File: src/logic/scope_pkg.sv
// Shared definitions for the scope self-test subsystem
// Bus, sample and capture widths as vector typedefs
// Host address map with regions and register offsets
// Capture depth, pattern step and the bus decoder state enum

`default_nettype none

package scope_pkg;

    typedef logic [15:0] addr_t;
    typedef logic [31:0] word_t;
    typedef logic [15:0] sample_t;
    typedef logic [3:0]  channel_t;
    typedef logic [11:0] index_t;
    typedef logic [15:0] period_t;
    typedef logic [7:0]  capture_ptr_t;

    localparam int CAPTURE_DEPTH = 256;

    // Upper address nibble selects the target block
    localparam logic [3:0] REGION_REGS    = 4'h0;
    localparam logic [3:0] REGION_CAPTURE = 4'h1;

    // Word offsets inside the register region
    localparam logic [11:0] REG_CTRL     = 12'h000;
    localparam logic [11:0] REG_PERIOD   = 12'h001;
    localparam logic [11:0] REG_CHANNELS = 12'h002;
    localparam logic [11:0] REG_STATUS   = 12'h003;

    // Added to the sample index once per channel number
    localparam int CHANNEL_STEP = 100;

    typedef enum logic [1:0] {
        IDLE,
        WAIT_TARGET,
        WAIT_RELEASE
    } bus_state_t;

endpackage

`default_nettype wire

File: src/logic/sample_timebase.sv
// Programmable sampling timebase
// Down-counter reloaded from the period register, one tick per period+1 cycles

`timescale 1ns/1ns
`default_nettype none

module sample_timebase (
    input  wire logic                clock,
    input  wire logic                rst_n,
    input  wire logic                enable,
    input  wire scope_pkg::period_t  period,
    output logic                     tick
);

    scope_pkg::period_t count;
    logic               tick_q;

    always_ff @(posedge clock or negedge rst_n) begin
        if (!rst_n) begin
            count  <= '0;
            tick_q <= 1'b0;
        end else if (!enable) begin
            // Preload so the first tick lands period+1 cycles after enable
            count  <= period;
            tick_q <= 1'b0;
        end else if (count == '0) begin
            count  <= period;
            tick_q <= 1'b1;
        end else begin
            count  <= count - 1'b1;
            tick_q <= 1'b0;
        end
    end

    // A pending tick is dropped as soon as enable goes low
    assign tick = tick_q && enable;

endmodule

`default_nettype wire

File: config.mk
export PLATFORM = sky130hd
export DESIGN_NAME = sample_timebase
export DESIGN_NICKNAME = d
export VERILOG_FILES = /design/src/logic/scope_pkg.sv /design/src/logic/sample_timebase.sv
export SDC_FILE = /design/constraint.sdc
export NUM_CORES = 1
export LEC_CHECK = 0
export BUFFER_PORTS_ARGS = -buffer_cell sky130_fd_sc_hd__buf_4
export CORE_UTILIZATION = 50
export DETAILED_ROUTE_END_ITERATION = 10
export PLACE_DENSITY_LB_ADDON = 0.15
export SLEW_MARGIN = 20
export SYNTH_ARGS = -nofsm -noshare
export SYNTH_HDL_FRONTEND = slang
export SYNTH_SLANG_ARGS = --single-unit
File: constraint.sdc
create_clock -name clock -period 3 [get_ports clock]
set_clock_uncertainty 0.15 [all_clocks]
set_input_delay 0.6 -clock clock [delete_from_list [all_inputs] [get_ports clock]]
set_output_delay 0.6 -clock clock [all_outputs]
set_load 0.01 [all_outputs]
## Word level (Yosys, flattened, before mapping)

Index checks and enable logic that the tools add are counted.

| cells by class | value |
|---|---|
| add/sub/neg operators | 1 |
| multipliers | 0 |
| div/mod/pow operators | 0 |
| order comparisons | 0 |
| equality and inequality tests | 0 |
| shift operators | 0 |
| muxes and demuxes | 4 |
| bitwise gates (word level) | 0 |
| reductions and logical operators | 2 |

Operator list:

| cell | count |
|---|---|
| two-way mux 16 bit | 2 |
| zero test 16 bit | 1 |
| subtractor 16 x 1 -> 16 bit (second input constant) | 1 |
| two-way mux 1 bit | 2 |
| logical AND 1 bit | 1 |

| storage, ports and cells | value |
|---|---|
| flip-flop bits (word level) | 17 |
| latch bits | 0 |
| RAM bits | 0 |
| memory bits (read-only) | 0 |
| bits of input ports | 19 |
| output and inout port bits | 1 |
| word-level logic and storage cells | 9 |
| memories | 0 |

## Longest topological paths before layout

| depth | value |
|---|---|
| word-level depth | 3 |
| gate-level depth with buffers | 7 |

## Worst setup path after synthesis

OpenSTA, ideal clock, no wires.

| timing path | value |
|---|---|
| path type | reg2reg |
| start | reg count[0] |
| end | reg count[7] |
| setup time | 0.118 ns |
| data arrival time | 1.894 ns |
| required time | 2.732 ns |
| path slack | 0.838 ns |
| cell stages (with the launch flop) | 8 |
| buffers on the path | 1 |
| period minus slack after synthesis | 2.162 ns |
| cell sequence | dfrtp_1 > inv_1 > ha_1 > or4b_2 > o41ai_4 > buf_4 > a21oi_1 > a21o_1 |

| between the ends | value |
|---|---|
| word-level cells in the longest chain between the ends | 3 |
| elaborated cells between the ends (all ways) | 4 |
| those cells by class | add/sub: 1; mux: 2; reduce/logical: 1 |

Ends and longest elaborated chain:

| what | line | text |
|---|---|---|
| start: declaration | sample_timebase.sv:15 | `scope_pkg::period_t count;` |
| start signal: assignment | sample_timebase.sv:24 | `count <= period;` |
| start signal: assignment | sample_timebase.sv:27 | `count <= period;` |
| start signal: assignment | sample_timebase.sv:30 | `count <= count - 1'b1;` |
| subtractor 16 x 1 -> 16 bit or zero test 16 bit (tied branches) | sample_timebase.sv:30, sample_timebase.sv:26 |  |
| two-way mux 16 bit (*) | sample_timebase.sv:26 | `end else if (count == '0) begin` |
| two-way mux 16 bit (*) | sample_timebase.sv:22 | `end else if (!enable) begin` |

Mark *: on every way between the ends. The rest lies on a longest branch, timed or not.

## Final worst setup path

| timing path | value |
|---|---|
| start | reg count[0] |
| end | reg count[3] |

Same word-level chain as after synthesis.

==> impl_metrics.py <==
metrics = {
    "status": {
        "outcome": "completed",
    },
    "placement": {
        "dp_hpwl_um": 1290,
        "gp_congestion": 0.777,
        "io_buffers": 19,
        "pre_cts_ws_ns": 0.745,
    },
    "clock_network": {
        "tritoncts": "done",
        "postCtsSetupBuffers": 0,
        "clockBufferDepth": 2,
        "cts_resized": 0,
        "cts_buffers": 3,
        "holdBufCountCts": 1,
        "path_clk_slew_ns": 0.10,
        "clk_latency_ns": 0.29,
        "clock_tree.root_cell": "clkbuf_4",
        "cts_max_level": 1,
        "cts_num_sinks": 17,
    },
    "power_and_ir_drop": {
        "p_per_area_nw_per_um2": 443,
        "leakage_nw": 0.499,
        "peakVddDrop_mv": 0.235,
    },
    "synthesis": {
        "ys_seq_area_share_pct": 44.9,
        "syn_nets": 119,
        "synth_edf_count": 0,
        "synth_cells": 98,
        "synth_ff_type": "dfrtp_1",
        "syn_area_um2": 948,
        "synth_seq_cells": 17,
        "async_flop_share_pct": 100,
        "avgSynthCellArea_um2": 9.68,
        "yosysUniqueCellTypes": 29,
        "ys_warn_count": 0,
        "yosysTopAreaCellShare_pct": 44.9,
        "netlist_top_cells_area": "dfrtp_1 45%, o21ai_0 6.9%, nand2_1 6.7%, xor2_1 5.5%, xnor2_1 4.6%",
        "synth_area_leader_cell": "dfrtp_1",
    },
    "timing": {
        "worstMarginPinSlew_ns": 0.730,
        "final.min_clock_period_ns": 2.27,
        "setup_viol": 0,
        "slew_violations": 0,
        "setup_tns_ns": 0,
        "finalCritPeriodShare_pct": 75.5,
        "max_slew_margin_pct": 51.3,
        "fin_ws_ns": 0.734,
        "max_freq_ghz": 0.441,
        "hold_viol": 0,
        "grt_setup_unrepaired": "no",
    },
    "die": {
        "initial_utilization_pct": 54.3,
        "fp-row-count": 15,
        "die_h_um": 45.6,
        "io_pins": 20,
        "core_area_um2": 1750,
        "fp.dieW_um": 45.6,
        "die-area_um2": 2070,
    },
    "layout": {
        "nNetsFinal": 143,
        "layout_commonest_cell": "buf_4",
        "drive_above_1_share_pct": 24.0,
        "syn2layout_area_growth_pct": 21.9,
        "n_antenna_cell": 0,
        "most-common-layout-cells": "21 x buf_4, 17 x nand2_1, 17 x dfrtp_1",
    },
    "routing": {
        "drc": 0,
        "first_pass_iters": 4,
        "drt-total-wl_um": 1770,
        "first_iter_violations": 12,
        "ant_nets": 0,
        "vias_per_cell": 5.19,
        "drt-wirelength-per-cell_um": 12.1,
        "vias": 758,
    },
    "grt": {
        "grt-ovfl-total": 0,
        "grt_use_total_pct": 20.5,
        "grt_max_degree": 18,
        "grt_pass1_vias": 682,
        "antenna_found_initial": 0,
        "grt_pass1_wl_um": 2980,
    },
    "worst_setup_path": {
        "critical_path_class": "flop to flop",
        "endpoint_kind": "flop",
        "path_max_fanout": 16,
        "required_ns": 3.04,
        "worstPathArrival_ns": 2.31,
        "startpoint_type": "flop",
    },
    "worst_hold_path": {
        "hold_class": "input port to flop",
    },
    "run": {
        "maxCapViolCount": 0,
    },
}
-- registers in the layout, summed over array words and instances (netlist names) --
| name | flops |
|---|---|
| count | 16 |
| tick_q | 1 |
-- synthesized netlist by cell type (2+ instances only) --
library cell,count
xor2_1,6
a21o_1,2
inv_1,2
o31a_1,2
or4_4,2
o21ai_0,13
ha_1,2
buf_2,2
a21oi_1,2
nand2_1,17
nor4_1,5
and2_1,2
dfrtp_1,17
xnor2_1,5
nand3_1,2
nor2_1,4
-- cell families (layout without fill, tap and decap cells) --
group,after synthesis,after routing,synth area share (%)
xor gates and xnor gates,11,11,10.2
AOI/OAI and AO/OA,22,22,16.0
DFF,17,17,44.9
buffers and inverters,5,28,2.64
adders and majority gates,2,2,2.64
and+or+nand+nor,41,41,23.7
-- per-stage QoR --
step           instances  area [um^2]  hold WS (ns)  power (mW)  utilization [%]
2_1_floorplan         98          948         0.154       0.352                -
3_3_place_gp         141         1120         0.324       0.390             64.2
3_5_place_dp         141         1120         0.326       0.394             64.2
4_1_cts              146         1160         0.338       0.521             66.2
5_1_grt              146         1160         0.337       0.552             66.2
6_report             146         1160         0.353       0.512             66.2
-- per-layer routing --
metal	part of all wire, %	global-route usage, %	vias up
met4	0.73	10.9	0
met2	48	32.0	15
met1	48	26.8	344
li1	-	-	397
met5	0	0	-
met3	3.3	3.57	2
-- path summary, 6_finish.rpt --
check                                        start                   to  slack [ns]  cells after the start
worst max-delay path            count[0]$_DFF_PN0_   count[3]$_DFF_PN0_        0.73                      7
worst min register to register  count[0]$_DFF_PN0_   count[0]$_DFF_PN0_        0.39                      1
max in group asynchronous                    rst_n   count[2]$_DFF_PN0_        1.95                      2
worst max register to register  count[0]$_DFF_PN0_   count[3]$_DFF_PN0_        0.73                      7
worst min-delay path                    period[11]  count[11]$_DFF_PN0_        0.35                      3
min in group asynchronous                    rst_n   count[9]$_DFF_PN0_        0.56                      2
-- layout make-up --
class | instances | area [um^2]
Clock buffer | 4 | 26.3
Fill cell | 159 | 589
Inverter | 2 | 7.51
Multi-Input combinational cell | 76 | 498
Sequential cell | 17 | 425
Tap cell | 25 | 31.3
Timing Repair Buffer | 22 | 168
-- worst max-delay path, cell delays in order, from the launching register on --
cell,delay [ns]
dfrtp_1,0.42
inv_1,0.10
ha_1,0.15
or4b_2,0.64
o41ai_4,0.24
buf_4,0.24
a21oi_1,0.06
a21o_1,0.16
-- power breakdown --
group          total, mW  leakage [nW]  internal (mW)  switching [mW]
sequential         0.284         0.207          0.253          0.0311
clock              0.121        0.0150         0.0517          0.0698
combinational      0.106         0.278         0.0560          0.0504
total              0.512         0.499          0.361           0.151
No activity file was read; power rests on OpenSTA's default activity.
