<file path="config.mk">
export PLATFORM = sky130hd
export DESIGN_NAME = pattern_source
export DESIGN_NICKNAME = d
export VERILOG_FILES = /design/src/logic/scope_pkg.sv /design/src/logic/pattern_source.sv
export SDC_FILE = /design/constraint.sdc
export NUM_CORES = 1
export LEC_CHECK = 0
export BUFFER_PORTS_ARGS = -buffer_cell sky130_fd_sc_hd__buf_2
export CAP_MARGIN = 0
export CORE_UTILIZATION = 50
export DETAILED_ROUTE_END_ITERATION = 6
export PLACE_DENSITY = 0.82
export SYNTH_ARGS = -nofsm -noshare
export SYNTH_HDL_FRONTEND = slang
export SYNTH_SLANG_ARGS = --single-unit
</file>
<file path="constraint.sdc">
create_clock -name clock -period 5.9 [get_ports clock]
set_input_delay 0 -clock clock [delete_from_list [all_inputs] [get_ports clock]]
set_output_delay 0 -clock clock [all_outputs]
set_load 0.01 [all_outputs]
</file>
<file path="src/logic/scope_pkg.sv">
// Shared definitions for the scope self-test subsystem
// Bus, sample and capture widths as vector typedefs
// Host address map with regions and register offsets
// Capture depth, pattern step and the bus decoder state enum

`default_nettype none

package scope_pkg;

    typedef logic [15:0] addr_t;
    typedef logic [31:0] word_t;
    typedef logic [15:0] sample_t;
    typedef logic [3:0]  channel_t;
    typedef logic [11:0] index_t;
    typedef logic [15:0] period_t;
    typedef logic [7:0]  capture_ptr_t;

    localparam int CAPTURE_DEPTH = 256;

    // Upper address nibble selects the target block
    localparam logic [3:0] REGION_REGS    = 4'h0;
    localparam logic [3:0] REGION_CAPTURE = 4'h1;

    // Word offsets inside the register region
    localparam logic [11:0] REG_CTRL     = 12'h000;
    localparam logic [11:0] REG_PERIOD   = 12'h001;
    localparam logic [11:0] REG_CHANNELS = 12'h002;
    localparam logic [11:0] REG_STATUS   = 12'h003;

    // Added to the sample index once per channel number
    localparam int CHANNEL_STEP = 100;

    typedef enum logic [1:0] {
        IDLE,
        WAIT_TARGET,
        WAIT_RELEASE
    } bus_state_t;

endpackage

`default_nettype wire

</file>
<file path="src/logic/pattern_source.sv">
// Synthetic multi-channel sample generator
// Walks through the channels on each tick, index advances after the last channel
// Sample value is index plus a fixed step per channel number

`timescale 1ns/1ns
`default_nettype none

module pattern_source (
    input  wire logic                 clock,
    input  wire logic                 rst_n,
    input  wire logic                 tick,
    input  wire scope_pkg::channel_t  channels,
    input  wire logic                 restart,
    output logic                      sample_valid,
    output scope_pkg::sample_t        sample_data,
    output scope_pkg::channel_t       sample_channel
);

    scope_pkg::channel_t channel;
    scope_pkg::index_t   index;
    scope_pkg::sample_t  value;
    logic                last_channel;

    assign value = scope_pkg::sample_t'(index) +
                   scope_pkg::sample_t'(scope_pkg::CHANNEL_STEP * channel);

    // Compare with >= so a lowered channel count still wraps
    assign last_channel = (channel >= channels - 4'd1);

    always_ff @(posedge clock or negedge rst_n) begin
        if (!rst_n) begin
            channel      <= '0;
            index        <= '0;
            sample_valid <= 1'b0;
        end else begin
            sample_valid <= tick && !restart;
            if (restart) begin
                channel <= '0;
                index   <= '0;
            end else if (tick) begin
                if (last_channel) begin
                    channel <= '0;
                    index   <= index + 1'b1;
                end else begin
                    channel <= channel + 1'b1;
                end
            end
        end
    end

    always_ff @(posedge clock) begin
        if (tick) begin
            sample_data    <= value;
            sample_channel <= channel;
        end
    end

endmodule

`default_nettype wire

</file>
After elaboration in Yosys (flattened, before gate mapping)
Index checks and enable logic that the tools add are counted.
{"block": "totals", "register_bits": 37, "inputBits": 8, "word_cells": 22}
{"block": "classes", "addsub": 4, "mul": 1, "magnitude_cmp": 1, "muxes": 6, "n_reduce_logical": 5}
{"operator": "$mux 12", "n": 3}
{"operator": "$add 12x11->13", "n": 1}
{"operator": "$add 12x1->12 const B", "n": 1}
{"operator": "$mux 4", "n": 3}
{"operator": "$mul 5x4->9 const A", "n": 1}
{"operator": "$add 4x1->4 const B", "n": 1}
{"operator": "$ge 4x4->1", "n": 1}
{"operator": "$reduce_bool 2->1", "n": 2}
{"operator": "$sub 4x1->4 const B", "n": 1}
{"operator": "$reduce_and 2->1", "n": 1}
{"operator": "$logic_and 1x1->1", "n": 1}
{"operator": "$logic_not 1->1", "n": 1}

Logic depth before layout (Yosys ltp)
{"block": "depth", "ltp_word": 5, "mapped_depth": 11, "mapped_depth_nobuf": 11}

Worst setup path after synthesis
No wires, ideal clock.
{"block": "synth_path", "kind": "reg-to-reg", "startpoint": "reg channel[0]", "endpoint": "reg sample_data[12] (data pin)", "arrival_time_ps": 2510, "required_ps": 5645, "slack_ps": 3135, "path_stages_with_launch": 10, "n_path_buf": 0, "synth_period_minus_slack_ps": 2765, "path_cell_list": "dfrtp_1 -> ha_1 -> ha_1 -> fa_1 -> xor2_1 -> ha_1 -> or3_1 -> o32a_1 -> a21oi_1 -> nor2b_1"}
{"block": "synth_via", "elab_chain_len": 2}
{"item": "start, declared", "line_no": "pattern_source.sv:19", "rtl": "scope_pkg::channel_t channel;"}
{"item": "start signal, assigned", "line_no": "pattern_source.sv:45", "rtl": "channel <= channel + 1'b1;"}
{"item": "$mul 5x4->9", "line_no": "pattern_source.sv:25", "rtl": "scope_pkg::sample_t'(scope_pkg::CHANNEL_STEP * channel);"}
{"item": "$add 12x11->13", "line_no": "pattern_source.sv:24", "rtl": "assign value = scope_pkg::sample_t'(index) +"}
{"item": "named net value[12]", "line_no": "pattern_source.sv:21", "rtl": "scope_pkg::sample_t value;"}
{"item": "end signal, assigned", "line_no": "pattern_source.sv:53", "rtl": "sample_data <= value;"}
{"item": "end, declared", "line_no": "pattern_source.sv:15", "rtl": "output scope_pkg::sample_t sample_data,"}
The timed path passes the listed nets, and every way through them passes these cells.
A chain may end at the register's enable or synchronous reset.

Final worst setup path
{"block": "layout_path", "startpoint": "reg channel[1]", "endpoint": "reg sample_data[12] (data pin)"}
The elaborated chain is that of the path after synthesis.

==> impl_metrics.yaml <==
critical_path:
  startpoint: "channel[1]"
  worstPathArrival_ps: 3020
  start_kind: "flip-flop"
  crit_family: "adder cells"
  cp.depth: 9
  cp-endpoint: "sample_data[12]"
  worstPathMaxFanout: 7
  path_cells: "ha_1, ha_1, fa_1, xor2_1, ha_1, or3_1, o32a_1, a21oi_1, nor2b_1"
  slowest_delay_ps: 480
  crit_type: "reg2reg"
  r2r_start: "channel[1]"
  r2r_slack_ps: 2930
  cp.required_ps: 5940
  crit_path_frequent_cell: "ha_1"
  endpoint_kind: "flip-flop"
  r2r_cells: 9
  path_buf_inv: 0
  cp_slowest_cell: "dfrtp_1"
  r2r-end: "sample_data[12]"
floorplan:
  die_h_um: 67.9
  die_area_sq_um: 4610
  initial_core_util: 0.532
  dieWidth_um: 67.9
  core_sq_um: 4090
  rows: 23
  ioPinCount: 29
drt:
  drt_iter0_markers: 90
  ant_nets: 0
  avgViaCountPerCell: 5.61
  vias: 1576
  wire_per_inst_um: 14.1
  wl_um: 3950
  first_pass_iters: 4
  drc: 0
pwr:
  peakVddDrop_mv: 0.160
  leakagePower_nw: 1.15
  p_per_area_nw_per_um2: 205
final_layout:
  regArea_sq_um: 936
  area_growth_pct: 11.3
  num-nets-final: 265
  multiInputGateArea_sq_um: 1160
  fillers: 331
  fin_util: 0.592
  antenna_cells: 0
  final_cells: 281
  final_layout_size_suffix_gt1_frac: 0.182
logic_synthesis:
  yosys.area.top_type: "edfxtp_1"
  ys_types: 44
  ys_ff_latch: 34
  synthArstFlopShare: 0.500
  ys_warn_count: 0
  synthCells: 201
  ys_seq_area_frac: 0.431
  synth_area_leaders: "edfxtp_1 (23%), dfrtp_1 (20%), ha_1 (14%), xnor2_1 (4.8%), a21oi_1 (3.2%)"
  syn-mean-instance-area_sq_um: 10.8
  synth_area_sq_um: 2170
  synth_edf_count: 17
  synth_top_cell_area_share: 0.235
  synth_ff_type: "edfxtp_1"
clock_tree:
  clockBufferDepth: 2
  cts_buffers: 5
  cts_tree: "yes"
  ctsRootBufferMaster: "clkbuf_8"
  cts_htree_levels: 2
  clock-sinks: 34
  clkLatencyLatePin_ps: 280
  clk_pin_slew_ps: 70
  post-cts-setup-buffer-count: 0
placement:
  numPortBuffers: 25
  globalplace.congestion: 0.847
  dpl_worst_slack_ps: 2940
  place_inst: 272
  dp_hpwl_um: 2910
worst_hold_path:
  hp-class: "in2reg"
global_routing:
  grt-ovfl-total: 0
  antenna_found_initial: 0
  track_usage: 0.194
  grt_pass1_wl_um: 6590
  grt_max_degree: 23
  grt_pass1_vias: 1545
sta:
  hold_slack_ps: 104
  rsz0062_at_grt: "no"
  tightest_slew_ps: 506
  fmax_ghz: 0.336
  setup_viol: 0
  timing.final.crit_share: 0.504
  hold_viol: 0
  slew_violations: 0
  fin_ws_ps: 2930
  relSlewSlack: 0.663
  fin_crit_ps: 2970
  tns_ps: 0
  clock_skew_ps: 3.43
outcome:
  status: "finished, final reports clean"
job:
  maxCapViolations: 0
==> layout make-up <==
class | count | area share
inverter | 12 | 0.0186
multi-input combinational | 151 | 0.479
tap | 50 | 0.0259
timing repair buffer | 26 | 0.0558
clock buffer | 6 | 0.0300
sequential | 34 | 0.387
clock inverter | 2 | 0.00414
==> worst min-delay path by stage <==
| stage | start | to | slack, ps | cells past startpoint |
|---|---|---|---|---|
| 2_1_floorplan | rst_n | channel[0] | -300 | 0 |
| 3_3_place_gp | rst_n | index[1] | -50 | 1 |
| 3_5_place_dp | rst_n | index[1] | -50 | 1 |
| 4_1_cts | restart | index[2] | 100 | 2 |
| 5_1_grt | restart | index[2] | 110 | 2 |
| 6_report | restart | sample_valid | 100 | 2 |
==> layout by cell type, fill, tap and decap left out, types with 2 or more instances in the layout <==
master     n
nand2_1   10
a31oi_1    2
o31ai_1    3
o21a_1     5
nand3_1    6
clkbuf_8   5
nor4_1     4
edfxtp_1  17
or3_1      2
nand4_1    2
o21ai_0    5
nor2_1    15
or4_1      3
a21oi_1   14
fa_1       2
nor3_1     5
buf_2     25
clkinv_2   2
mux2_2     2
xnor2_1   12
conb_1     3
a211oi_1   2
dfrtp_1   17
nor2b_1    5
a21o_1     3
ha_1      25
inv_1     11
mux2i_1    2
and3_1     2
xor2_1     4
==> kinds of logic after synthesis <==
kind of cell    after synthesis  share of synthesized area
compound gates               39                      0.127
flops                        34                      0.431
buf+inv                      18                     0.0397
fa+ha+maj                    27                      0.162
other cells                   1                    0.00173
mux                           4                     0.0196
simple gates                 62                      0.154
xor+xnor                     16                     0.0645
==> flip-flops by register name, indices dropped and copies added, names as in the netlist <==
name and cells:
channel 4, sample_valid 1, index 12, sample_channel 4, sample_data 13
==> cell usage after synthesis, drive strengths merged, types with 2 or more instances <==
master and count:
ha 25, dfrtp 17, edfxtp 17, nor2 15, a21oi 14, inv 12, xnor2 12, nand2 10
nand3 7, nor2b 6, o21ai 6, nor3 5, o21a 5, a21o 4, buf 4, nor4 4
xor2 4, nand4 3, o31ai 3, or3 3, or4 3, a211oi 2, a31oi 2, and3 2
clkbuf 2, fa 2, mux2 2, mux2i 2
==> per-stage QoR <==
step	instance area (sq um)	power, W
floorplan	2180	0.000316
global placement	2330	0.000335
detailed placement	2330	0.000337
CTS	2420	0.000502
global route	2420	0.000523
finish	2420	0.000497
==> metal layers <==
metal	global-route usage	wire length, um	up-vias
li1	-	-	781
met1	0.236	1820	757
met2	0.325	1940	32
met3	0.0467	136	6
met4	0.0833	56	0
met5	0	0	-
==> power breakdown <==
group / internal (W) / leakage, nW / total [W] / switching, W
Sequential: 0.000260 / 0.410 / 0.000265 / 0.00000498
Clock: 0.0000817 / 0.0450 / 0.000164 / 0.0000826
Combinational: 0.0000264 / 0.699 / 0.0000678 / 0.0000414
==> repair_timing <==
item                                   in CTS  in global routing
endpoints found under the hold margin      17                  0
gates resized for setup                     0                  0
hold buffers                                1                  0
Power figures use the tool's default switching activity.
