`src/logic/scope_pkg.sv`:
```
// Shared definitions for the scope self-test subsystem
// Bus, sample and capture widths as vector typedefs
// Host address map with regions and register offsets
// Capture depth, pattern step and the bus decoder state enum

`default_nettype none

package scope_pkg;

    typedef logic [15:0] addr_t;
    typedef logic [31:0] word_t;
    typedef logic [15:0] sample_t;
    typedef logic [3:0]  channel_t;
    typedef logic [11:0] index_t;
    typedef logic [15:0] period_t;
    typedef logic [7:0]  capture_ptr_t;

    localparam int CAPTURE_DEPTH = 256;

    // Upper address nibble selects the target block
    localparam logic [3:0] REGION_REGS    = 4'h0;
    localparam logic [3:0] REGION_CAPTURE = 4'h1;

    // Word offsets inside the register region
    localparam logic [11:0] REG_CTRL     = 12'h000;
    localparam logic [11:0] REG_PERIOD   = 12'h001;
    localparam logic [11:0] REG_CHANNELS = 12'h002;
    localparam logic [11:0] REG_STATUS   = 12'h003;

    // Added to the sample index once per channel number
    localparam int CHANNEL_STEP = 100;

    typedef enum logic [1:0] {
        IDLE,
        WAIT_TARGET,
        WAIT_RELEASE
    } bus_state_t;

endpackage

`default_nettype wire

```
`src/logic/bus_decoder.sv`:
```
// Host bus decoder
// Four-phase req/ack handshake towards the host
// One-cycle strobes towards the register block and the capture memory

`timescale 1ns/1ns
`default_nettype none

module bus_decoder (
    input  wire logic              clock,
    input  wire logic              rst_n,
    input  wire logic              bus_req,
    input  wire logic              bus_we,
    input  wire scope_pkg::addr_t  bus_addr,
    input  wire scope_pkg::word_t  bus_wdata,
    output logic                   bus_ack,
    output scope_pkg::word_t       bus_rdata,
    output logic                   reg_req,
    output logic                   cap_req,
    output logic                   tgt_we,
    output scope_pkg::addr_t       tgt_addr,
    output scope_pkg::word_t       tgt_wdata,
    input  wire logic              reg_done,
    input  wire scope_pkg::word_t  reg_rdata,
    input  wire logic              cap_done,
    input  wire scope_pkg::word_t  cap_rdata
);

    scope_pkg::bus_state_t state;
    logic [3:0] region;
    logic       miss_req;
    logic       miss_done;

    assign region = bus_addr[15:12];

    // Unmapped accesses go through an internal strobe and done pair,
    // so every access sees the same latency
    always_ff @(posedge clock or negedge rst_n) begin
        if (!rst_n) begin
            state     <= scope_pkg::IDLE;
            reg_req   <= 1'b0;
            cap_req   <= 1'b0;
            miss_req  <= 1'b0;
            miss_done <= 1'b0;
            bus_ack   <= 1'b0;
        end else begin
            reg_req   <= 1'b0;
            cap_req   <= 1'b0;
            miss_req  <= 1'b0;
            miss_done <= miss_req;
            case (state)
                scope_pkg::IDLE: begin
                    if (bus_req) begin
                        reg_req  <= (region == scope_pkg::REGION_REGS);
                        cap_req  <= (region == scope_pkg::REGION_CAPTURE);
                        miss_req <= (region != scope_pkg::REGION_REGS) &&
                                    (region != scope_pkg::REGION_CAPTURE);
                        state    <= scope_pkg::WAIT_TARGET;
                    end
                end
                scope_pkg::WAIT_TARGET: begin
                    if (reg_done || cap_done || miss_done) begin
                        bus_ack <= 1'b1;
                        state   <= scope_pkg::WAIT_RELEASE;
                    end
                end
                scope_pkg::WAIT_RELEASE: begin
                    if (!bus_req) begin
                        bus_ack <= 1'b0;
                        state   <= scope_pkg::IDLE;
                    end
                end
                default: state <= scope_pkg::IDLE;
            endcase
        end
    end

    // Access payload is captured once per request
    always_ff @(posedge clock) begin
        if (state == scope_pkg::IDLE && bus_req) begin
            tgt_we    <= bus_we;
            tgt_addr  <= bus_addr;
            tgt_wdata <= bus_wdata;
        end
        if (state == scope_pkg::WAIT_TARGET) begin
            if (reg_done) begin
                bus_rdata <= reg_rdata;
            end else if (cap_done) begin
                bus_rdata <= cap_rdata;
            end else if (miss_done) begin
                bus_rdata <= '0;
            end
        end
    end

endmodule

`default_nettype wire

```
`config.mk`:
```
export PLATFORM = sky130hd
export DESIGN_NAME = bus_decoder
export DESIGN_NICKNAME = d
export VERILOG_FILES = /design/src/logic/scope_pkg.sv /design/src/logic/bus_decoder.sv
export SDC_FILE = /design/constraint.sdc
export NUM_CORES = 1
export LEC_CHECK = 0
export BUFFER_PORTS_ARGS = -buffer_cell sky130_fd_sc_hd__buf_2
export CAP_MARGIN = 0
export CORE_ASPECT_RATIO = 0.8
export CORE_UTILIZATION = 41
export CTS_BUF_LIST = sky130_fd_sc_hd__clkbuf_16
export DETAILED_ROUTE_END_ITERATION = 8
export PLACE_DENSITY = 0.84
export SYNTH_ARGS = -nofsm -noshare
export SYNTH_HDL_FRONTEND = slang
export SYNTH_SLANG_ARGS = --single-unit
```
`constraint.sdc`:
```
create_clock -name clock -period 3.4 [get_ports clock]
set_input_delay 0.34 -clock clock [delete_from_list [all_inputs] [get_ports clock]]
set_output_delay 0.34 -clock clock [all_outputs]
set_load 0.05 [all_outputs]
```
# After elaboration in Yosys (flattened, before gate mapping)
# Index checks and enable logic that the tools add are counted.
# classes
eq_ne,7
reduce_logical,12
n_mux,16
# ops
op,n
two-way mux 32 bit,3
two-way mux 1 bit,8
two-way mux 2 bit,3
"inequality test 2 bit, second input constant",3
one-hot mux 2 bit (3 select lines),1
AND reduction 3 bit,2
"== test 4 x 1 -> 1 bit, second input constant",1
zero test 4 bit,1
"inequality test 4 x 1 -> 1 bit, second input constant",1
nonzero test 4 bit,1
nonzero test 3 bit,1
"== test 2 x 1 -> 1 bit, second input constant",1
"== test 2 bit, second input constant",1
logical AND 1 bit,2
zero test 2 bit,1
logical OR 1 bit,2
one-hot mux 1 bit (2 select lines),1
AND reduction 2 bit,1
nonzero test 2 bit,1
# word_totals
word_cells,45
inputBits,118
output_inout_bits,84
register_bits,88

# Depth between registers and ports, before layout
# logic_depth
word_depth,4
ltp_mapped,4
ltp_nobuf,3

# Worst setup path before layout
# No wires, ideal clock.
# synth_path
path_type,input-to-reg
start,input port reg_done
end,"register bus_rdata[0], enable pin"
t_required_ns,2.979
n_path_buf,1
arrival_ns,1.942
path_slack_ns,1.037
path_stages,3
path_cell_list,buf_2 -> nor3_1 -> nor2_1
# synth_between
elab_chain_cells,2
# synth_lines
item,line,rtl
from (decl),bus_decoder.sv:22,"input wire logic reg_done,"
nonzero test 3 bit (no source line),n/a,
AND reduction 2 bit (no source line),n/a,
to (signal assigned),bus_decoder.sv:86,bus_rdata <= reg_rdata;
to (signal assigned),bus_decoder.sv:88,bus_rdata <= cap_rdata;
to (decl),bus_decoder.sv:16,"output scope_pkg::word_t bus_rdata,"
# No other way between the ends.
# A chain may end at the register's enable or synchronous reset.

# Worst setup path after layout
# layout_path
start,register state[1]
end,"register tgt_wdata[2], enable pin"
# layout_between
elab_chain_cells,2
# layout_lines
item,line,rtl
from (decl),bus_decoder.sv:28,scope_pkg::bus_state_t state;
from (signal assigned),bus_decoder.sv:39,state <= scope_pkg::IDLE;
from (signal assigned),bus_decoder.sv:57,state <= scope_pkg::WAIT_TARGET;
from (signal assigned),bus_decoder.sv:63,state <= scope_pkg::WAIT_RELEASE;
zero test 2 bit,bus_decoder.sv:79,if (state == scope_pkg::IDLE && bus_req) begin
logical AND 1 bit,bus_decoder.sv:79,
to (signal assigned),bus_decoder.sv:82,tgt_wdata <= bus_wdata;
to (decl),bus_decoder.sv:21,"output scope_pkg::word_t tgt_wdata,"
# No other way between the ends.

==> impl_metrics.py <==
metrics = {
    "critical_path": {
        "cp-end-kind": "flop",
        "critical_path_class": "flop to flop",
        "cp.arrival_ns": 1.93,
        "crit_required_ns": 3.42,
        "crit_path_top_delay_cell": "or3b_4",
        "cpPeakStageDelay_ns": 0.44,
        "path_cells": "or3b_4 -> inv_2 -> buf_4",
        "path_max_fanout": 25,
        "critPathLaunchType": "flop",
    },
    "logic_synthesis": {
        "synth_top_cells_by_area": "edfxtp_1, a22o_1, dfrtp_1",
        "yosysUniqueCellTypes": 20,
        "synth_area_mm2": 0.003039,
        "synth.top_cell.area_share_pct": 80.03,
        "ys_seq_elements": 88,
        "syn_inst": 145,
        "synth_top_area_cell": "edfxtp_1",
        "seq_area_frac_synth_pct": 85.80,
        "ys_warn_count": 0,
        "syn-num-nets": 263,
        "synth.avg_cell_area_um2": 20.96,
    },
    "floorplanning": {
        "rows": 27,
        "initial_core_util_pct": 43.25,
        "io_pins": 202,
        "die_area_mm2": 0.007763,
        "die-width_um": 98.26,
        "die_height_um": 79.01,
        "core_area_mm2": 0.007027,
    },
    "sta": {
        "fmax_mhz": 524.1,
        "fin_tns_setup_ns": 0,
        "setup_ws_ns": 1.492,
        "skew_ns": 0.003534,
        "tightestPinTransition_ns": 1.227,
        "setup_viol": 0,
        "timing.final.crit_share_pct": 56.12,
        "rsz0062_at_grt": "false",
        "hold-worst-slack_ns": 0.1804,
        "relSlewSlack_pct": 17.81,
        "period_minus_slack_ns": 1.908,
        "drv_slew": 0,
        "hold_violations": 0,
    },
    "power": {
        "seqPwrFrac_pct": 41.4,
        "power.switching_mw": 1.436,
        "p_per_area_mw_per_mm2": 839.1,
        "clockPowerShare_pct": 26.5,
        "leakagePower_nw": 1.982,
        "pwr-share-comb_pct": 32.2,
        "ir_drop_mv": 0.4918,
        "p_int_mw": 2.297,
        "finalPower_mw": 3.733,
        "switching_share_pct": 38.46,
    },
    "run": {
        "maxCapViolCount": 0,
    },
    "drt": {
        "drtIter0Drc": 115,
        "routed_wirelength_um": 7066,
        "drtPass1Iterations": 6,
        "dr_total_vias": 2157,
        "wl_per_cell_um": 15.84,
        "via_per_inst": 4.836,
        "route.detailed.drc": 14,
        "ant_nets": 0,
    },
    "global_routing": {
        "grt_max_degree": 37,
        "track_usage_pct": 18.28,
        "grt_overflow": 0,
        "grt_pass1_vias": 2216,
        "antenna_found_initial": 0,
        "grt_pass1_wl_um": 10620,
    },
    "clock_network": {
        "clock_latency_ns": 0.33,
        "cts_tree": "built",
        "cts_buffers": 9,
        "root_buffer": "clkbuf_16",
        "clock_sinks": 88,
        "htreeDepth": 3,
        "ctsResizeCount": 0,
        "cts.reportedPaths.clkPinSlew_ns": 0.07,
        "clk_path_buf_depth": 2,
    },
    "placed_design": {
        "place_congestion": 0.7094,
        "portBuffers": 201,
        "dp_hpwl_um": 5253,
        "dp_slack_ns": 1.248,
        "dp.cells": 429,
    },
    "layout": {
        "diodes": 0,
        "final_nets": 472,
        "drive_above_1_share_pct": 62.67,
        "fin_cells": 446,
        "area_growth_pct": 46.40,
        "fill_cells": 536,
        "multiInputGateArea_um2": 384.1,
        "seqCellArea_mm2": 0.002608,
    },
    "hold_path": {
        "hold_path_class": "primary input to flop",
    },
    "outcome": {
        "status": "finished, violations left",
        "violations": "DRC",
    },
}
layer usage:
metal / share of wire, % / track usage, % / up-vias
li1: - / - / 1010
met1: 38 / 20.90 / 1024
met2: 54 / 32.75 / 112
met3: 7.6 / 5.370 / 11
met4: 1.2 / 6.866 / 0
met5: 0 / 0 / -
path summary, 6_finish.rpt:
path | start | to | slack, ns | cells after the start
max | state[1] | tgt_wdata[2] | 1.49 | 3
max reg2reg | state[1] | tgt_wdata[2] | 1.49 | 3
min in group asynchronous | rst_n | reg_req | 0.37 | 2
min | bus_wdata[10] | tgt_wdata[10] | 0.18 | 1
max in group asynchronous | rst_n | bus_ack | 2.87 | 2
min reg2reg | miss_req | miss_done | 0.36 | 0
final cells by class:
cell class	count	share of cell area, %
Sequential cell	88	58.61
Multi-Input combinational cell	48	8.633
Timing Repair Buffer	205	23.34
Clock inverter	7	1.744
Clock buffer	9	5.062
Tap cell	87	2.447
Inverter	2	0.1687
cells in the mapped netlist:
library cell,instances
nand2_1,2
o22ai_1,1
inv_1,1
nor3_1,2
a22o_1,31
nor3b_1,1
buf_2,4
and3_1,1
nand3b_1,1
o21ai_0,2
edfxtp_1,81
dfrtp_1,7
nor2_1,2
nand2b_1,1
nor2b_2,1
nor3b_2,1
or3b_4,1
o41ai_1,1
buf_4,3
inv_2,1
registers in the layout (all words and copies together), names as in the netlist:
| name | count |
|---|---|
| tgt_wdata | 32 |
| reg_req | 1 |
| miss_done | 1 |
| miss_req | 1 |
| tgt_addr | 16 |
| bus_rdata | 32 |
| tgt_we | 1 |
| state | 2 |
| bus_ack | 1 |
| cap_req | 1 |
critical path: cells and delay by family, from the launching register on:
kind / cells / cell delay [ns]
buffers and inverters: 2 / 0.74
DFF: 1 / 0.40
and+or+nand+nor: 1 / 0.44
power by group through the flow:
stage / combinational [mW] / clock, mW / sequential, mW
after floorplan: 0.159 / 0 / 2.29
after CTS: 1.21 / 1.01 / 1.55
after global routing: 1.25 / 1.04 / 1.57
after detailed placement: 1.21 / 0 / 1.57
final: 1.20 / 0.988 / 1.55
after global placement: 1.19 / 0 / 1.56
cell usage in the layout, fill, tap and decap left out, types with 2 or more instances in the layout:
cell / instances
o21ai_0: 2
edfxtp_1: 81
clkinv_2: 2
buf_2: 201
a22o_1: 31
dfrtp_1: 7
nand2_1: 2
buf_4: 3
clkbuf_16: 9
nor3_1: 2
inv_6: 3
repair_timing:
item,4_1_cts,5_1_grt
hold buffers,1,0
endpoints found under the hold margin,7,0
setup buffers,0,0
per-stage QoR:
stage / utilization (%) / instance area [µm²]
6_report: 63.32 / 4449
5_1_grt: 63.32 / 4449
4_1_cts: 63.32 / 4449
3_5_place_dp: 58.87 / 4136
3_3_place_gp: 58.87 / 4136
2_1_floorplan: - / 3039
cell families after synthesis:
logic type | share of synthesized area, %
AND/OR/NAND/NOR | 2.800
flip-flops | 85.80
buffers and inverters | 1.647
AO/OA/AOI/OAI | 9.757
No activity file was read; power rests on OpenSTA's default activity.
