===== src/logic/scope_pkg.sv =====
// Shared definitions for the scope self-test subsystem
// Bus, sample and capture widths as vector typedefs
// Host address map with regions and register offsets
// Capture depth, pattern step and the bus decoder state enum

`default_nettype none

package scope_pkg;

    typedef logic [15:0] addr_t;
    typedef logic [31:0] word_t;
    typedef logic [15:0] sample_t;
    typedef logic [3:0]  channel_t;
    typedef logic [11:0] index_t;
    typedef logic [15:0] period_t;
    typedef logic [7:0]  capture_ptr_t;

    localparam int CAPTURE_DEPTH = 256;

    // Upper address nibble selects the target block
    localparam logic [3:0] REGION_REGS    = 4'h0;
    localparam logic [3:0] REGION_CAPTURE = 4'h1;

    // Word offsets inside the register region
    localparam logic [11:0] REG_CTRL     = 12'h000;
    localparam logic [11:0] REG_PERIOD   = 12'h001;
    localparam logic [11:0] REG_CHANNELS = 12'h002;
    localparam logic [11:0] REG_STATUS   = 12'h003;

    // Added to the sample index once per channel number
    localparam int CHANNEL_STEP = 100;

    typedef enum logic [1:0] {
        IDLE,
        WAIT_TARGET,
        WAIT_RELEASE
    } bus_state_t;

endpackage

`default_nettype wire


===== src/logic/control_regs.sv =====
// Configuration and status registers
// Control with enable and rearm, sample period, channel count
// Read-only status built from the capture done flag and word count
// Rearm and sequence restart pulses

`timescale 1ns/1ns
`default_nettype none

module control_regs (
    input  wire logic                     clock,
    input  wire logic                     rst_n,
    input  wire logic                     req,
    input  wire logic                     we,
    input  wire scope_pkg::addr_t         addr,
    input  wire scope_pkg::word_t         wdata,
    output logic                          done,
    output scope_pkg::word_t              rdata,
    output logic                          enable,
    output scope_pkg::period_t            period,
    output scope_pkg::channel_t           channels,
    output logic                          rearm,
    output logic                          restart,
    input  wire logic                     capture_done,
    input  wire scope_pkg::capture_ptr_t  capture_count
);

    logic [11:0]         offset;
    scope_pkg::word_t    status_word;
    scope_pkg::channel_t channels_wr;

    assign offset = addr[11:0];

    assign status_word = {16'h0000, capture_count, 7'b0000000, capture_done};

    // A zero channel count would stall the pattern, so it becomes one
    assign channels_wr = (wdata[3:0] == 4'd0) ? 4'd1 : wdata[3:0];

    always_ff @(posedge clock or negedge rst_n) begin
        if (!rst_n) begin
            done     <= 1'b0;
            enable   <= 1'b0;
            period   <= '0;
            channels <= 4'd1;
            rearm    <= 1'b0;
            restart  <= 1'b0;
        end else begin
            done    <= req;
            rearm   <= 1'b0;
            restart <= 1'b0;
            if (req && we) begin
                case (offset)
                    scope_pkg::REG_CTRL: begin
                        enable <= wdata[0];
                        rearm  <= wdata[1];
                    end
                    scope_pkg::REG_PERIOD: begin
                        period <= wdata[15:0];
                    end
                    scope_pkg::REG_CHANNELS: begin
                        channels <= channels_wr;
                        restart  <= 1'b1;
                    end
                    default: begin
                    end
                endcase
            end
        end
    end

    // Read data follows the strobed offset
    always_ff @(posedge clock) begin
        if (req) begin
            case (offset)
                scope_pkg::REG_CTRL:     rdata <= {31'd0, enable};
                scope_pkg::REG_PERIOD:   rdata <= {16'h0000, period};
                scope_pkg::REG_CHANNELS: rdata <= {28'd0, channels};
                scope_pkg::REG_STATUS:   rdata <= status_word;
                default:                 rdata <= '0;
            endcase
        end
    end

endmodule

`default_nettype wire


===== config.mk =====
export PLATFORM = sky130hd
export DESIGN_NAME = control_regs
export DESIGN_NICKNAME = d
export VERILOG_FILES = /design/src/logic/scope_pkg.sv /design/src/logic/control_regs.sv
export SDC_FILE = /design/constraint.sdc
export NUM_CORES = 1
export LEC_CHECK = 0
export BUFFER_PORTS_ARGS = -buffer_cell sky130_fd_sc_hd__buf_4
export CORE_UTILIZATION = 38
export DETAILED_ROUTE_END_ITERATION = 7
export PLACE_DENSITY_LB_ADDON = 0.08
export SLEW_MARGIN = 10
export SYNTH_ARGS = -nofsm -noshare
export SYNTH_HDL_FRONTEND = slang
export SYNTH_SLANG_ARGS = --single-unit

===== constraint.sdc =====
create_clock -name clock -period 1.4 [get_ports clock]
set_clock_uncertainty 0.05 [all_clocks]
set_input_delay 0.21 -clock clock [delete_from_list [all_inputs] [get_ports clock]]
set_output_delay 0.21 -clock clock [all_outputs]
set_load 0.02 [all_outputs]

== Word level (Yosys, flattened, before mapping) ==
Index checks and enable logic that the tools add are counted.

* Register bits: 56
* Bits of input ports: 61
* Word-level logic and storage cells: 22

* Equality and inequality tests: 3
* Muxes and demuxes: 6
* Reductions and logical operators: 6

{| class="wikitable"
|+ Operator list
! operator !! number
|-
| 16-bit case mux with 4 select lines || 1
|-
| 12-bit by 2-bit equality test with 1-bit output, second input constant || 2
|-
| 12-bit by 1-bit equality test with 1-bit output, second input constant || 1
|-
| 12-bit logical NOT || 1
|-
| 2-bit AND reduction || 3
|-
| 4-bit logical NOT || 1
|-
| 1-bit 2-to-1 mux || 4
|-
| 4-bit 2-to-1 mux || 1
|-
| 1-bit logical AND || 1
|}

== Logic depth before layout (Yosys ltp) ==
Gate-level depths: netlist of the first run.

* Word-level depth: 3
* Depth in mapped cells: 4
* Gate-level depth less buffers: 3

== Least setup slack after synthesis of the first run ==
OpenSTA, ideal clock, no wires.

* Path type: in2reg
* Start: input addr[9]
* End: register period[0]
* Setup time: 0.125 ns
* Arrival: 1.399 ns
* Data required time: 1.225 ns
* Setup slack: -0.174 ns
* Stages: 4
* Path buffers: 1
* Cell sequence: nor4_2 nand4_4 buf_6 mux2_4

* Word-level cells in the longest chain between the ends: 2

{| class="wikitable"
|+ Ends and longest elaborated chain
! item !! RTL line !! text
|-
| from (decl) || control_regs.sv:14 || <nowiki>input wire scope_pkg::addr_t addr,</nowiki>
|-
| 12-bit by 1-bit equality test with 1-bit output || control_regs.sv:51 || <nowiki>case (offset)</nowiki>
|-
| 2-bit AND reduction (no line) || -- ||
|-
| to (signal assigned) || control_regs.sv:57 || <nowiki>period <= wdata[15:0];</nowiki>
|-
| to (decl) || control_regs.sv:19 || <nowiki>output scope_pkg::period_t period,</nowiki>
|}

No other way between the ends.
A chain may end at the register's enable or synchronous reset.

== Final worst setup path of the first run ==
* Start: register period[0]
* End: register rdata[0], data pin

* Word-level cells in the longest chain between the ends: 1

{| class="wikitable"
|+ Ends and longest elaborated chain
! item !! RTL line !! text
|-
| 16-bit case mux with 4 select lines || control_regs.sv:73 || <nowiki>case (offset)</nowiki>
|-
| to (signal assigned) || control_regs.sv:74 || <nowiki>scope_pkg::REG_CTRL: rdata <= {31'd0, enable};</nowiki>
|-
| to (signal assigned) || control_regs.sv:75 || <nowiki>scope_pkg::REG_PERIOD: rdata <= {16'h0000, period};</nowiki>
|-
| to (signal assigned) || control_regs.sv:76 || <nowiki>scope_pkg::REG_CHANNELS: rdata <= {28'd0, channels};</nowiki>
|-
| to (decl) || control_regs.sv:17 || <nowiki>output scope_pkg::word_t rdata,</nowiki>
|}

No other way between the ends.

==> results of run 1 <==
==> registers in the layout, indices dropped and copies added, names as in the netlist <==
name,count
rdata,16
done,1
channels,4
enable,1
restart,1
rearm,1
period,16
==> per-stage QoR <==
step	cell area, um2	hold slack (ns)	util	instances
after floorplan	1950	-0.136	-	144
after global placement	2580	0.0814	0.547	284
after detailed placement	2580	0.0835	0.547	284
after CTS	2670	0.0919	0.566	293
after global routing	2670	0.0928	0.566	293
final	2670	0.105	0.566	293
==> metal layers <==
layer  global-route usage  wire length (um)  share of wire  vias up
met3               0.0472               265          0.066        5
met1                0.203              1710           0.42      656
met5                    0                 0              0        -
li1                     -                 -              -      631
met2                0.273              2020           0.50       56
met4               0.0545                35         0.0087        0
==> cells by family (layout without fill, tap and decap cells) <==
| family | Yosys count | in the layout | synth area share |
|---|---|---|---|
| DFF | 40 | 40 | 0.580 |
| and+or+nand+nor | 33 | 33 | 0.132 |
| muxes | 22 | 22 | 0.160 |
| buffers and inverters | 22 | 104 | 0.0812 |
| AOI/OAI and AO/OA | 11 | 11 | 0.0443 |
| other | 1 | 16 | 0.00201 |
==> cell usage after synthesis <==
cell / number
a22oi_1: 11
and2_1: 3
and3_1: 5
and4_1: 2
buf_2: 1
buf_4: 16
buf_6: 1
clkbuf_1: 3
conb_1: 1
dfrtp_1: 23
dfstp_2: 1
edfxtp_1: 16
inv_1: 1
mux2_2: 10
mux2_4: 10
mux2i_1: 1
mux4_1: 1
nand2_1: 1
nand4_1: 1
nand4_4: 1
nor2_1: 12
nor3_1: 1
nor4_1: 1
nor4_2: 1
nor4_4: 1
nor4b_1: 1
nor4b_2: 1
nor4b_4: 1
nor4bb_1: 1
==> final timing paths <==
check | startpoint | endpoint | depth (start not counted)
worst max-delay path | period[0] | rdata[0] | 2
worst min register to register | channels[0] | channels[0] | 2
worst max register to register | period[0] | rdata[0] | 2
min in group asynchronous | rst_n | period[8] | 2
worst min-delay path | wdata[9] | period[9] | 2
max in group asynchronous | rst_n | channels[0] | 2
==> report_power, final <==
group / leakage [nW] / total, mW / internal, mW / switching [mW]
Clock: 0.0399 / 0.705 / 0.347 / 0.358
Combinational: 0.793 / 0.279 / 0.128 / 0.151
Sequential: 0.488 / 1.25 / 1.24 / 0.00685
Total: 1.32 / 2.23 / 1.72 / 0.516
==> cell type report <==
cell class,count,share of cell area
clock buffer,7,0.0285
clock inverter,1,0.00140
inverter,1,0.00140
multi-input combinational,82,0.265
sequential,40,0.405
tap,67,0.0314
timing repair buffer,95,0.268
==> timing repair <==
item                                   in CTS  in global routing
buffers inserted                            0                  0
hold buffers                                1                  0
endpoints found under the hold margin      23                  0
==> metrics, run 1 <==
Nets 286; Total Power 2.23 mW; post-synth top area share 0.309; deepest clock path buffer count 2; WL final 4040 um; PortBufs 80; core region area 4720 um2; leak pwr 1.32 nW; clk sink count 40; initial core utilization 0.395; CP Cell Sequence mux4_1 > nor4b_1; # resized after CTS 0; DR vias/cell 4.60; largest net degree at the start of global routing 25; max cap viols 0; post-place setup slack -0.226 ns; Residual DRC 0; area of the multi-input gates 708 um2; Setup CP Type flip-flop to flip-flop; mapped cell area 1870 um2; Sequential Area 1080 um2; final cycle utilization of the critical path 0.972; crit path launch type flip-flop; Avg WL per Cell 13.8 um; Final HPWL DP 3060 um; # rows 25; crit path DAT 1.35 ns; Die ar. 5190 um2; worst skew pair latency 0.28 ns; worst reg2reg setup slack 0.04 ns; top cells by area, synth dfrtp_1 (31%), edfxtp_1 (26%), mux2_4 (8.0%); WP buf/inv 0; clock-pin slew on the worst setup and hold paths 0.07 ns; CTS tree built; Pre-antenna DRT Iters 2; commonest cells after routing, fill and taps aside buf_4 (94), dfrtp_1 (23), conb_1 (16), edfxtp_1 (16), mux2_4 (13); Power per Cell Area 835 nW/um2; register area share after synthesis 0.580; first-pass GRT wire length 6440 um; IO Pins 117; Clock Root Buffer clkbuf_8; initial antenna violation count 0; CP max-delay cell mux4_1; Min-Delay Path Class primary input to flip-flop; YS warnings 0; ant diodes 0; area leader, netlist dfrtp_1; vias in the first global route 1343; routability cong. 0.821; die width 72.1 um; Setup TNS 0 ns; VDD IR max 0.000286 V; CP Capture Type flip-flop; Final Setup Violations 0; Total GRT Usage 0.163; WP data required 1.39 ns; H-tree depth 2; Period minus WS final 1.36 ns; Netlist cell types 29; Initial DRC Count 41; achievable frequency 735 MHz; crit path max fanout 3; vias 1348; Cells after Synth 129; RSZ-0062 raised after global routing no; Max Slew Vio Count 0; Layout fillers 388; CTS Buf Count 5; share of layout cells above drive strength 1 0.553; antenna viol nets, final 0; most common cell after layout, fill and taps aside buf_4; area grow syn2layout 43.3%; Die H 72.1 um; post-synthesis register bit count 40; status finished clean; Overflow after GRT 0; Avg Cell Area, Syn 14.5 um2; Setup WS post-layout 0.0396 ns; max incr delay on CP 0.52 ns; Fin. Hold Viols 0; Top delay family on crit path multiplexers
Power figures use the tool's default switching activity.
==> run 2: changes to the inputs <==
--- a/config.mk
+++ b/config.mk
@@ -5,9 +5,10 @@
 export SDC_FILE = /design/constraint.sdc
 export NUM_CORES = 1
 export LEC_CHECK = 0
-export BUFFER_PORTS_ARGS = -buffer_cell sky130_fd_sc_hd__buf_4
-export CORE_UTILIZATION = 38
+export CORE_UTILIZATION = 56
 export DETAILED_ROUTE_END_ITERATION = 7
+export DONT_BUFFER_PORTS = 1
+export HOLD_SLACK_MARGIN = 0.08
 export PLACE_DENSITY_LB_ADDON = 0.08
 export SLEW_MARGIN = 10
 export SYNTH_ARGS = -nofsm -noshare
==> run 2 against run 1 <==
Sequential share of layout area is 5.3 points higher. Clock-buffer cell count decreased by 2. Highest routed layer unchanged. Die area down 31%. Combinational power decreased by 35%. Non-clock buffer count decreased by 51. Utilization grew 20 points. Flip-flop and latch count unchanged. Hold slack got worse by 0.012 ns. Largest power group unchanged.
==> metrics, run 2 (same netlist as run 1, synthesis figures left out) <==
worst-margin pin slew 0.745 ns; achievable frequency 748 MHz (+1.7%); first-pass GRT wire length 5870 um (-8.9%); post-route insts no fill 219 (-25%); routability cong. 0.833 (+1.4%); initial core utilization 0.601 (+0.206); # rows 20 (-20%); antenna viol nets, final 0 (unchanged); crit path DAT 1.52 ns (+0.17 ns); Hold WS 0.0934 ns (-0.0118 ns); share of layout cells above drive strength 1 0.286 (-0.267); vias 1191 (-12%); largest net degree at the start of global routing 25 (unchanged); Rel. slew slack 0.502; crit path launch addr[1]; Worst path depth 4 (+2); Setup CP Type primary input to flip-flop; deepest clock path buffer count 2 (unchanged); clock power share 0.337 (+0.021); Pint 1.70 mW (-0.97%); Avg WL per Cell 17.5 um (+27%); Power per Cell Area 934 nW/um2 (+12%); ant diodes 0 (unchanged); Layout fillers 229 (-41%); WP data required 1.59 ns (+0.20 ns); largest registers period (16), rdata (16), channels (4); Critical R2R Capture rdata[0]; Top delay family on crit path buffers and inverters; worst skew pair latency 0.34 ns (+0.06 ns); final cycle utilization of the critical path 0.955 (-0.0167); DR vias/cell 5.44 (+18%); core region area 3100 um2 (-34%); IO Pins 117 (unchanged); Setup Buffers After CTS 0 (unchanged); Min-Delay Path Class primary input to flip-flop; clock-pin slew on the worst setup and hold paths 0.12 ns (+0.05 ns); sw frac 0.230 (-0.00115); Die ar. 3570 um2 (-31%); worst r2r src period[0]; initial antenna violation count 0 (unchanged); commonest cells after routing, fill and taps aside dlygate4sd3_1 (29), dfrtp_1 (23), conb_1 (16), edfxtp_1 (16); CP Capture Type flip-flop; WP buf/inv 1 (+1); Clock Root Buffer clkbuf_4; Fin. Hold Viols 0 (unchanged); most common cell after layout, fill and taps aside dlygate4sd3_1; Final Setup Violations 0 (unchanged); vias in the first global route 1203 (-10%); max cap viols 0 (unchanged); leak pwr 1.06 nW (-20%); Die H 59.7 um (-17%); VDD IR max 0.000638 V (+120%); Residual DRC 0 (unchanged); Overflow after GRT 0 (unchanged); WL final 3840 um (-4.9%); status finished clean; max incr delay on CP 0.56 ns (+0.04 ns); Reg power frac 0.581 (+0.022); P_sw 0.508 mW (-1.6%); Initial DRC Count 44 (+7.3%); RSZ-0062 raised after global routing no; combinational share of power 0.082 (-0.043); CTS tree built; worst reg2reg setup slack 0.08 ns (+0.04 ns); crit path launch type primary input; worst setup path end enable; Reg2Reg Depth 2 (unchanged); clk sink count 40 (unchanged); area grow syn2layout 26.7%; Max Slew Vio Count 0 (unchanged); placed instance count 181 (-36%); H-tree depth 2 (unchanged); Nets 235 (-18%); CP max-delay cell dlygate4sd3_1; Pre-antenna DRT Iters 4 (+2); crit path max fanout 5 (+2); CTS Buf Count 5 (unchanged); Total GRT Usage 0.235 (+0.0715); PortBufs 0 (-100%); die width 59.7 um (-17%); CP Cell Sequence dlygate4sd3_1 > nor4_2 > nand4_1 > mux2_2; Final HPWL DP 2470 um (-19%); Period minus WS final 1.34 ns (-0.0233 ns)
[run 2: cell count changes in the layout (fill, tap and decap cells not counted), sizes merged]
cell / before / now
buf: 94 / 15
dlygate4sd3: 1 / 29
clkbuf: 7 / 5
bufinv: 0 / 1
clkinvlp: 0 / 1
[run 2: worst register-to-register path, cell delays in order, from the launching register on]
cell,delay (ns)
dfrtp_1,0.40
mux4_1,0.48
nor4b_1,0.16
[run 2: repair_timing]
item,4_1_cts,5_1_grt
hold endpoints to repair,71,0
setup endpoints to repair,0,1
hold buffers,30,0
resized for setup,0,1
[run 2: worst min path at each step]
stage	from	end	slack, ns	cells past startpoint
after floorplan	rst_n	channels[1]	-0.14	0
after global placement	rst_n	done	-0.14	0
after detailed placement	rst_n	period[6]	-0.14	0
after CTS	capture_count[0]	rdata[8]	0.08	2
after global routing	capture_count[0]	rdata[8]	0.08	2
final	capture_count[0]	rdata[8]	0.09	2
[run 2: power by group through the flow]
stage               clock network [mW]  logic [mW]  registers (mW)
finish                           0.743       0.182            1.28
global route                     0.821       0.195            1.28
CTS                              0.758       0.179            1.28
detailed placement                   0      0.0788            1.31
global placement                     0      0.0778            1.31
floorplan                            0       0.100            1.30
[run 2: cell type report]
class                   instances  area (um2)  area share
clock buffers                   5        37.5      0.0159
multi-input cells              82         714       0.302
inverters                       1        3.75     0.00159
flip-flops and latches         40        1080       0.458
clock inverters                 3        42.5      0.0180
repair buffers                 44         428       0.181
well taps                      44        55.1      0.0233
[run 2: per-layer routing]
metal / GRT usage / vias to the layer above / share of wire
li1: - / 535 / -
met1: 0.288 / 579 / 0.38
met2: 0.400 / 72 / 0.53
met3: 0.0563 / 5 / 0.080
met4: 0.0897 / 0 / 0.011
met5: 0 / - / 0
[run 2: through the flow]
stage | TNS, ns | utilization | worst slack, ns | power [mW] | cell area (um2)
global placement | -0.745 | 0.634 | -0.0734 | 1.38 | 1970
finish | 0 | 0.762 | 0.0629 | 2.21 | 2360
floorplan | -1.06 | - | -0.0976 | 1.40 | 1950
detailed placement | -0.963 | 0.634 | -0.0844 | 1.39 | 1970
global route | 0 | 0.762 | 0.00736 | 2.30 | 2360
CTS | 0 | 0.760 | 0.0330 | 2.22 | 2360
==> run 3: changes to the inputs <==
--- a/config.mk
+++ b/config.mk
@@ -6,6 +6,7 @@
 export NUM_CORES = 1
 export LEC_CHECK = 0
 export CORE_UTILIZATION = 56
+export CTS_BUF_LIST = sky130_fd_sc_hd__clkbuf_8 sky130_fd_sc_hd__clkbuf_16
 export DETAILED_ROUTE_END_ITERATION = 7
 export DONT_BUFFER_PORTS = 1
 export HOLD_SLACK_MARGIN = 0.08
==> run 3 against run 2 <==
Combinational power shrank 13%. Clock-buffer cell count is the same. Non-clock buffer count shrank 9. Sequential power is essentially flat. Global-route usage shrank 0.69 points. Hold slack gained 0.017 ns. Fmax grew 1.5%. Die area is the same. Largest power group unchanged.
==> metrics, run 3 (same netlist as run 1, synthesis figures left out) <==
status finished clean; initial core utilization 0.601 (unchanged); achievable frequency 759 MHz (+1.5%); Total GRT Usage 0.228 (-0.00686); RSZ-0062 raised after global routing no; CTS tree built; area grow syn2layout 23.3%; # rows 20 (unchanged); max cap viols 0 (unchanged); P_sw 0.518 mW (+2.1%); crit path max fanout 2 (-3); Reg power frac 0.544 (-0.037); largest registers period (16), rdata (16), channels (4); Avg WL per Cell 17.5 um (+0.10%); CP Capture Type flip-flop; Max Slew Vio Count 0 (unchanged); Die H 59.7 um (unchanged); clock-pin slew on the worst setup and hold paths 0.08 ns (-0.04 ns); Clock Root Buffer clkbuf_8; Setup CP Type flip-flop to flip-flop; largest net degree at the start of global routing 25 (unchanged); commonest cells after routing, fill and taps aside dfrtp_1 (23), dlygate4sd3_1 (19), conb_1 (16), edfxtp_1 (16); crit path launch type flip-flop; die width 59.7 um (unchanged); Die ar. 3570 um2 (unchanged); initial antenna violation count 0 (unchanged); leak pwr 1.04 nW (-1.5%); routability cong. 0.833 (unchanged); WP data required 1.39 ns (-0.20 ns); Setup Buffers After CTS 0 (unchanged); deepest clock path buffer count 2 (unchanged); vias in the first global route 1176 (-2.2%); WL final 3690 um (-4.0%); core region area 3100 um2 (unchanged); Power per Cell Area 1020 nW/um2 (+9.6%); Reg2Reg Depth 2 (unchanged); most common cell after layout, fill and taps aside dfrtp_1; Final Setup Violations 0 (unchanged); combinational share of power 0.067 (-0.015); PortBufs 0 (unchanged); post-place setup slack -0.0844 ns (unchanged); Fin. Hold Viols 0 (unchanged); share of layout cells above drive strength 1 0.295 (+0.00947); Rel. slew slack 0.512 (+0.0108); Min-Delay Path Class primary input to flip-flop; sw frac 0.220 (-0.00998); clock power share 0.388 (+0.051); Initial DRC Count 38 (-14%); crit path DAT 1.31 ns (-0.21 ns); Setup WS post-layout 0.0829 ns (+0.0200 ns); Nets 226 (-3.8%); ant diodes 0 (unchanged); Final HPWL DP 2470 um (unchanged); CTS Buf Count 5 (unchanged); H-tree depth 2 (unchanged); VDD IR max 0.000764 V (+20%); clk sink count 40 (unchanged); Pint 1.84 mW (+8.1%); IO Pins 117 (unchanged); hold wc startpoint capture_count[5]; Period minus WS final 1.32 ns (-0.0200 ns); final cycle utilization of the critical path 0.941 (-0.0143); crit path launch period[0]; first-pass GRT wire length 5620 um (-4.1%); hold depth 2 (unchanged); worst skew pair latency 0.28 ns (-0.06 ns); Overflow after GRT 0 (unchanged); worst-margin pin slew 0.731 ns (-0.0138 ns); Pre-antenna DRT Iters 4 (unchanged); worst r2r src period[0]; DR vias/cell 5.43 (-0.18%); Residual DRC 0 (unchanged); antenna viol nets, final 0 (unchanged); Core Util, Final 0.742 (-0.0202); Total Power 2.35 mW (+6.7%); vias 1140 (-4.3%)
==> run 3: final cells by class <==
type,count,area (um2)
sequential,40,1080
fill,233,802
inverter,1,3.75
tap,44,55.1
multi-input combinational,82,708
timing repair buffer,35,340
clock buffer,5,68.8
clock inverter,3,42.5
==> run 3: critical path, cell delays in order, from the launching register on <==
cell,delay [ns]
dfrtp_1,0.38
mux4_1,0.48
nor4b_1,0.16
==> run 3: power by group through the flow <==
stage | registers, mW | logic [mW] | clock network (mW)
finish | 1.28 | 0.159 | 0.915
global route | 1.28 | 0.171 | 0.985
CTS | 1.28 | 0.158 | 0.934
detailed placement | 1.31 | 0.0788 | 0
global placement | 1.31 | 0.0778 | 0
floorplan | 1.30 | 0.100 | 0
==> run 3: what timing repair did <==
| item | 4_1_cts | 5_1_grt |
|---|---|---|
| gates resized for setup | 0 | 1 |
| hold buffers | 21 | 0 |
| endpoints found under the setup margin | 0 | 16 |
| hold endpoints to repair | 64 | 0 |
==> run 3: stage by stage <==
| stage | setup TNS, ns | area [um2] | instances | hold WS (ns) |
|---|---|---|---|---|
| 2_1_floorplan | -1.06 | 1950 | 144 | -0.136 |
| 5_1_grt | 0 | 2300 | 210 | 0.102 |
| 3_5_place_dp | -0.963 | 1970 | 181 | -0.135 |
| 3_3_place_gp | -0.745 | 1970 | 181 | -0.135 |
| 4_1_cts | 0 | 2300 | 210 | 0.0997 |
| 6_report | 0 | 2300 | 210 | 0.111 |
==> run 3: final timing paths <==
check,endpoint,slack [ns]
min reg2reg,channels[0],0.58
min in group asynchronous,done,0.30
min,rdata[13],0.11
max in group asynchronous,channels[0],0.78
max,rdata[0],0.08
max reg2reg,rdata[0],0.08
==> run 3: metal layers <==
layer	vias to the layer above	part of all wire	routed length [um]	GRT usage
li1	513	-	-	-
met1	549	0.39	1440	0.268
met2	70	0.52	1910	0.379
met3	8	0.070	258	0.0628
met4	0	0.020	74	0.120
met5	-	0	0	0
